### src/include/iq_config.svh
/*
 * Issue queue sizing macros: queue depth, head/tail index width, datapath width
 */

`ifndef IQ_CONFIG_SVH
`define IQ_CONFIG_SVH

// Number of queue slots
// Must be a power of two
`define IQ_DEPTH 8

// Head and tail index width, log2 of the depth
`define IQ_IDX_LEN 3

// Program counter and immediate width
`define IQ_XLEN 32

`endif

### src/logic/iq_pkg.sv
/*
 * Issue queue types: R/I instruction views and their union,
 * fetch payload, stored slot and issued operand bundle
 */

`default_nettype none

`include "iq_config.svh"

package iq_pkg;

    // Register-register major opcode
    localparam logic [6:0] OPCODE_OP = 7'b0110011;

    // R-type layout of the instruction word
    typedef struct packed {
        logic [6:0] funct7;
        logic [4:0] rs2;
        logic [4:0] rs1;
        logic [2:0] funct3;
        logic [4:0] rd;
        logic [6:0] opcode;
    } iq_rtype_t;

    // I-type layout, 12-bit immediate in place of funct7/rs2
    typedef struct packed {
        logic [11:0] imm12;
        logic [4:0]  rs1;
        logic [2:0]  funct3;
        logic [4:0]  rd;
        logic [6:0]  opcode;
    } iq_itype_t;

    // Same 32-bit word, read either way
    typedef union packed {
        iq_rtype_t rtype;
        iq_itype_t itype;
    } iq_instr_u;

    // What fetch hands over
    typedef struct packed {
        logic [`IQ_XLEN-1:0] pc;
        iq_instr_u           instr;
    } iq_fetch_t;

    // One queue slot
    typedef struct packed {
        logic      valid;
        iq_fetch_t fetch;
    } iq_entry_t;

    // Issued instruction with its operands split out
    typedef struct packed {
        logic [`IQ_XLEN-1:0] pc;
        logic [6:0]          opcode;
        logic [4:0]          rd;
        logic [4:0]          rs1;
        logic [4:0]          rs2;
        logic [`IQ_XLEN-1:0] imm;
        logic                uses_imm;
    } iq_issue_t;

endpackage

`default_nettype wire

### src/logic/iq_ptr_counter.sv
/*
 * Modulo-depth queue index counter with enable and synchronous clear
 */

`timescale 1ns/1ps
`default_nettype none

`include "iq_config.svh"

module iq_ptr_counter (
    input  logic                   clk_i,
    input  logic                   rst_n_i,
    input  logic                   en_i,
    input  logic                   clr_i,
    output logic [`IQ_IDX_LEN-1:0] cnt_o
);

    logic [`IQ_IDX_LEN-1:0] cnt_q;
    logic [`IQ_IDX_LEN-1:0] cnt_d;

    // Next index, clear has priority over increment
    always_comb begin
        cnt_d = cnt_q;
        if (clr_i) begin
            cnt_d = '0;
        end else if (en_i) begin
            // Wrap after the last slot
            if (cnt_q == `IQ_IDX_LEN'(`IQ_DEPTH - 1)) begin
                cnt_d = '0;
            end else begin
                cnt_d = cnt_q + 1'b1;
            end
        end
    end

    always_ff @(posedge clk_i or negedge rst_n_i) begin
        if (!rst_n_i) begin
            cnt_q <= '0;
        end else begin
            cnt_q <= cnt_d;
        end
    end

    assign cnt_o = cnt_q;

endmodule

`default_nettype wire

### src/logic/issue_queue_fifo.sv
/*
 * Issue queue storage with valid bits, fetch/issue handshake control
 * and head/tail counter strobes
 */

`timescale 1ns/1ps
`default_nettype none

`include "iq_config.svh"

module issue_queue_fifo (
    input  logic                   clk_i,
    input  logic                   rst_n_i,
    input  logic                   flush_i,
    // Fetch side handshake
    input  logic                   fetch_valid_i,
    output logic                   fetch_ready_o,
    input  iq_pkg::iq_fetch_t      fetch_data_i,
    // Execution pipeline side handshake
    input  logic                   issue_ready_i,
    output logic                   issue_valid_o,
    output iq_pkg::iq_fetch_t      head_fetch_o,
    // Pointer counters
    input  logic [`IQ_IDX_LEN-1:0] head_idx_i,
    input  logic [`IQ_IDX_LEN-1:0] tail_idx_i,
    output logic                   head_cnt_en_o,
    output logic                   tail_cnt_en_o,
    output logic                   head_cnt_clr_o,
    output logic                   tail_cnt_clr_o
);
    import iq_pkg::*;

    // Occupancy, one bit per slot
    logic [`IQ_DEPTH-1:0] valid_q;
    // Instruction payloads, only written on push
    iq_fetch_t            data_q [`IQ_DEPTH];
    // Slots as seen by the read port
    iq_entry_t            slots [`IQ_DEPTH];
    iq_entry_t            head_entry;

    logic                 fifo_full;
    logic                 fifo_push;
    logic                 fifo_pop;

    // Join valid bits and payloads into slot records
    always_comb begin
        for (int i = 0; i < `IQ_DEPTH; i++) begin
            slots[i].valid = valid_q[i];
            slots[i].fetch = data_q[i];
        end
    end

    // Full when every slot holds an instruction
    assign fifo_full  = &valid_q;
    assign head_entry = slots[head_idx_i];

    // Handshake control
    always_comb begin
        issue_valid_o = 1'b0;
        fetch_ready_o = 1'b0;
        fifo_pop      = 1'b0;
        fifo_push     = 1'b0;
        // Both sides are blocked during a flush
        if (!flush_i) begin
            if (head_entry.valid) begin
                issue_valid_o = 1'b1;
                fifo_pop      = issue_ready_i;
            end
            // A full queue still accepts when the head leaves this cycle
            if (!fifo_full || fifo_pop) begin
                fetch_ready_o = 1'b1;
                fifo_push     = fetch_valid_i;
            end
        end
    end

    // Counter strobes
    assign head_cnt_en_o  = fifo_pop;
    assign tail_cnt_en_o  = fifo_push;
    assign head_cnt_clr_o = flush_i;
    assign tail_cnt_clr_o = flush_i;

    // Valid bit update
    always_ff @(posedge clk_i or negedge rst_n_i) begin
        if (!rst_n_i) begin
            valid_q <= '0;
        end else if (flush_i) begin
            valid_q <= '0;
        end else begin
            if (fifo_pop) begin
                valid_q[head_idx_i] <= 1'b0;
            end
            // Push after pop, so a full queue refills the freed head slot
            if (fifo_push) begin
                valid_q[tail_idx_i] <= 1'b1;
            end
        end
    end

    // Payload write port
    always_ff @(posedge clk_i) begin
        if (fifo_push) begin
            data_q[tail_idx_i] <= fetch_data_i;
        end
    end

    // Read port, head slot to the operand extractor
    assign head_fetch_o = head_entry.fetch;

endmodule

`default_nettype wire

### src/logic/iq_operand_extract.sv
/*
 * Operand extraction of the head instruction: register indices,
 * sign-extended immediate and immediate-use flag
 */

`timescale 1ns/1ps
`default_nettype none

`include "iq_config.svh"

module iq_operand_extract (
    input  iq_pkg::iq_fetch_t head_fetch_i,
    output iq_pkg::iq_issue_t issue_o
);
    import iq_pkg::*;

    iq_instr_u  head_instr;
    logic [6:0] head_opcode;

    assign head_instr  = head_fetch_i.instr;
    // Opcode sits at the same bits in both views
    assign head_opcode = head_instr.rtype.opcode;

    always_comb begin
        // Fields common to both formats
        issue_o.pc     = head_fetch_i.pc;
        issue_o.opcode = head_opcode;
        issue_o.rd     = head_instr.rtype.rd;
        issue_o.rs1    = head_instr.rtype.rs1;

        if (head_opcode == OPCODE_OP) begin
            // Register-register, second source from rs2
            issue_o.rs2      = head_instr.rtype.rs2;
            issue_o.imm      = '0;
            issue_o.uses_imm = 1'b0;
        end else begin
            // Immediate form, sign extend imm12
            issue_o.rs2      = '0;
            issue_o.imm      = {{(`IQ_XLEN - 12){head_instr.itype.imm12[11]}},
                                head_instr.itype.imm12};
            issue_o.uses_imm = 1'b1;
        end
    end

endmodule

`default_nettype wire

### src/logic/issue_queue.sv
/*
 * Issue queue top: storage/control, head and tail counters, operand extractor
 */

`timescale 1ns/1ps
`default_nettype none

`include "iq_config.svh"

module issue_queue (
    input  logic              clk_i,
    input  logic              rst_n_i,
    input  logic              flush_i,
    // From fetch
    input  logic              fetch_valid_i,
    input  iq_pkg::iq_fetch_t fetch_data_i,
    output logic              fetch_ready_o,
    // To execution pipeline
    input  logic              issue_ready_i,
    output logic              issue_valid_o,
    output iq_pkg::iq_issue_t issue_data_o
);
    import iq_pkg::*;

    // Counter strobes from the control logic
    logic                   head_cnt_en;
    logic                   tail_cnt_en;
    logic                   head_cnt_clr;
    logic                   tail_cnt_clr;
    // Current queue indices
    logic [`IQ_IDX_LEN-1:0] head_idx;
    logic [`IQ_IDX_LEN-1:0] tail_idx;
    // Head slot payload
    iq_fetch_t              head_fetch;

    issue_queue_fifo u_fifo (
        .clk_i          (clk_i),
        .rst_n_i        (rst_n_i),
        .flush_i        (flush_i),
        .fetch_valid_i  (fetch_valid_i),
        .fetch_ready_o  (fetch_ready_o),
        .fetch_data_i   (fetch_data_i),
        .issue_ready_i  (issue_ready_i),
        .issue_valid_o  (issue_valid_o),
        .head_fetch_o   (head_fetch),
        .head_idx_i     (head_idx),
        .tail_idx_i     (tail_idx),
        .head_cnt_en_o  (head_cnt_en),
        .tail_cnt_en_o  (tail_cnt_en),
        .head_cnt_clr_o (head_cnt_clr),
        .tail_cnt_clr_o (tail_cnt_clr)
    );

    // Read pointer
    iq_ptr_counter u_head_cnt (
        .clk_i   (clk_i),
        .rst_n_i (rst_n_i),
        .en_i    (head_cnt_en),
        .clr_i   (head_cnt_clr),
        .cnt_o   (head_idx)
    );

    // Write pointer
    iq_ptr_counter u_tail_cnt (
        .clk_i   (clk_i),
        .rst_n_i (rst_n_i),
        .en_i    (tail_cnt_en),
        .clr_i   (tail_cnt_clr),
        .cnt_o   (tail_idx)
    );

    iq_operand_extract u_extract (
        .head_fetch_i (head_fetch),
        .issue_o      (issue_data_o)
    );

endmodule

`default_nettype wire

### config.mk
export PLATFORM = sky130hd
export DESIGN_NAME = issue_queue
export DESIGN_NICKNAME = d
export VERILOG_FILES = /design/src/logic/iq_pkg.sv /design/src/logic/iq_ptr_counter.sv /design/src/logic/issue_queue_fifo.sv /design/src/logic/iq_operand_extract.sv /design/src/logic/issue_queue.sv
export VERILOG_INCLUDE_DIRS = /design/src /design/src/include
export SDC_FILE = /design/constraint.sdc
export NUM_CORES = 1
export LEC_CHECK = 0
export BUFFER_PORTS_ARGS = -buffer_cell sky130_fd_sc_hd__buf_2
export CORE_MARGIN = 1
export CORE_UTILIZATION = 52
export CTS_CLUSTER_DIAMETER = 200
export DETAILED_ROUTE_END_ITERATION = 10
export PLACE_DENSITY = 0.76
export SLEW_MARGIN = 5
export SYNTH_ARGS = -nofsm -noshare
export SYNTH_HDL_FRONTEND = slang
export SYNTH_SLANG_ARGS = --single-unit
### constraint.sdc
create_clock -name clk_i -period 14.3 [get_ports clk_i]
set_input_delay 2.145 -clock clk_i [delete_from_list [all_inputs] [get_ports clk_i]]
set_output_delay 2.145 -clock clk_i [all_outputs]
set_load 0.05 [all_outputs]
==> flow_summary.json <==
{
  "wl_met3_um": 3590,
  "clkLatencyLatePin_ps": 570,
  "grt.overflow.total": 0,
  "start_kind": "register",
  "ys_warn_count": 0,
  "ys_ff_latch": 502,
  "cp_data_required_time_ps": 12150,
  "r2r_start": "u_head_cnt.cnt_o[1]$_DFFE_PN0P_",
  "drc": 26,
  "setup_ws_ps": 7880,
  "cp_slowest_cell": "o41ai_1",
  "outcome": "finished with violations",
  "avgSynthCellArea_um2": 18.3,
  "drt-total-wl_um": 41000,
  "drive_gt1_share_pct": 25.0,
  "worst_pin_slew_ps": 1060,
  "cpMostUsedCell": "buf_4",
  "rsz0062_at_grt": "false",
  "final.setup.tns_ps": 0,
  "multi_input_area_um2": 3650,
  "post_cts_resized": 0,
  "coreArea_um2": 35800,
  "startpoint": "u_head_cnt.cnt_o[2]$_DFFE_PN0P_",
  "first_global_vias": 10400,
  "arrival_ps": 4270,
  "netlist_area_um2": 19100,
  "grt_usage_pct": 21.8,
  "powerDensity_nw_per_um2": 144,
  "violations": "design-rule violations",
  "via_count": 10400,
  "fmax_ghz": 0.156,
  "clk_pin_slew_ps": 60,
  "wl_met1_um": 16400,
  "r2r_slack_ps": 9600,
  "grt_first_pass_wirelength_um": 61600,
  "fin_crit_sh_pct": 44.9,
  "hpwlAfterDp_um": 21200,
  "nNetsFinal": 1261,
  "worstHoldPathType": "reg -> reg",
  "cts_hold_buf": 0,
  "crit_type": "reg -> out",
  "fillers": 2531,
  "cts_buffers": 48,
  "h-tree-depth": 2,
  "irDropWorstVdd_uv": 112,
  "ys_seq_area_share_pct": 78.7,
  "synth-edff-count": 488,
  "viasPerCell": 6.18,
  "post-cts-setup-buffers": 0,
  "drt_iter0_markers": 923,
  "drv_cap": 0,
  "dr.pass1.iters": 10,
  "antenna_found_initial": 7,
  "io_buffer_count": 154,
  "min_period_ps": 6420,
  "crit_chain": "buf_4 > nand3b_1 > a21oi_1 > o41ai_1 > nor4_2 > buf_4 > a21boi_1 > buf_2",
  "die_y_um": 193,
  "synth-async-reset-ratio_pct": 2.79,
  "worst-path-max-fanout": 70,
  "fin_cells": 1689,
  "hold_depth": 2,
  "area_growth_pct": 14.1,
  "wl_met2_um": 20400,
  "dieArea_um2": 37400,
  "cts_root_buf": "clkbuf_16",
  "die_w_um": 193,
  "ys_types": 63,
  "reg2reg_depth": 7,
  "post-place-cells": 1599,
  "max-slew-margin-rel_pct": 29.1,
  "grt_max_degree": 75,
  "crit_path_end_kind": "output port",
  "io-pin-count": 158,
  "fin_skew_ps": 31.0,
  "cts_tree": "yes",
  "initial_core_util_pct": 53.2,
  "core.rowCount": 69,
  "drv_slew": 0,
  "setup_violations": 0,
  "place_ws_ps": 8420,
  "hold_viol": 0,
  "cpPeakStageDelay_ps": 770,
  "clk_path_buf_depth": 3,
  "gp_congestion": 0.801,
  "synth_nets": 1116,
  "endpoint": "issue_data_o[28]",
  "wl_per_cell_um": 24.3,
  "r2r_end": "u_fifo.data_q[1][10]$_DFFE_PP_",
  "synthesis.instances": 1043,
  "ys_dominant_reg_cell": "edfxtp_1",
  "hold_start": "u_fifo.valid_q[7]$_DFF_PN0_",
  "cts.sinks": 502,
  "maxUsedRoutingLayer": "met5",
  "leakagePower_nw": 7.08,
  "area.sequential_um2": 15000,
  "antenna_left": 0
}
==> critical path, delay by kind of cell, from the launching register on <==
| family | cells | cell delay, ps |
|---|---|---|
| compound gates | 3 | 1600 |
| buf+inv | 3 | 1340 |
| flops | 1 | 470 |
| simple gates | 2 | 260 |
==> placed cells by master, fill, tap and decap left out, drive strengths merged, types with 6 or more instances in the layout <==
cell,n
edfxtp,488
buf,178
a22oi,114
clkbuf,55
clkinv,27
mux2i,25
a221oi,25
nand2,24
nand3,24
mux2,23
a22o,21
a21oi,20
nand4,20
nor3,18
o22ai,16
nor2,15
dfrtp,14
mux4,13
nand2b,12
o211ai,9
o221ai,7
inv,7
a21boi,6
==> cell type report <==
class,instances,area share [%]
clock buffer,55,5.64
antenna,3,0.0345
clock inverter,32,1.40
multi-input combinational,451,16.8
timing repair buffer,178,4.37
inverter,7,0.121
tap,461,2.65
sequential,502,69.0
==> worst min-delay path by stage <==
stage                                        to  slack, ps
detailed placement  u_fifo.valid_q[0]$_DFF_PN0_        550
finish              u_fifo.valid_q[7]$_DFF_PN0_        570
CTS                 u_fifo.valid_q[0]$_DFF_PN0_        560
global placement    u_fifo.valid_q[7]$_DFF_PN0_        530
global route        u_fifo.valid_q[0]$_DFF_PN0_        600
floorplan           u_fifo.valid_q[1]$_DFF_PN0_        510
==> where the power goes <==
group / switching (mW) / internal [mW]
clock: 0.522 / 0.693
sequential: 0.00681 / 1.64
combinational: 0.214 / 0.0644
total: 0.743 / 2.39
==> metrics by stage <==
stage	utilization [%]	hold WS, ps	area, µm²	total power, mW
finish	60.7	571	21800	3.14
global route	60.7	601	21700	3.22
CTS	60.7	564	21700	3.15
detailed placement	56.4	551	20200	1.95
global placement	56.4	530	20200	1.95
floorplan	-	510	19100	1.88
==> cell usage after synthesis (7+ instances only) <==
cell type	number	area [µm²]
nand3_1	24	120
dfrtp_1	14	350
o221ai_1	7	61.3
a22o_1	21	184
mux2i_1	25	250
a21oi_1	20	100
o211ai_1	9	67.6
buf_2	26	130
nor3_1	13	65.1
clkbuf_1	27	101
mux2_2	21	236
nand4_1	20	125
a221oi_1	25	219
buf_4	22	165
o22ai_1	16	100
mux4_2	10	225
nand2_1	24	90.1
a22oi_1	114	856
nor2_1	12	45.0
edfxtp_1	488	14700
nand2b_1	11	68.8
==> state kept, by name, summed over array words and instances, names as in the netlist <==
signal and flops:
u_fifo.data_q 488, u_fifo.valid_q 8, u_head_cnt.cnt_o 3, u_tail_cnt.cnt_o 3
==> per-layer routing <==
metal  up-vias  track usage [%]
li1       4608                -
met1      5291             28.8
met2       485             36.6
met3        54             4.95
met4         8             5.84
met5         -                0
==> logic make-up after synthesis <==
kind of cell	after synthesis	synth area share (%)
mux	61	4.29
flops	502	78.7
simple gates	136	4.14
fa+ha+maj	4	0.263
buf+inv	90	2.63
compound gates	250	9.96
Note: power is estimated with default switching activity, not from simulation.
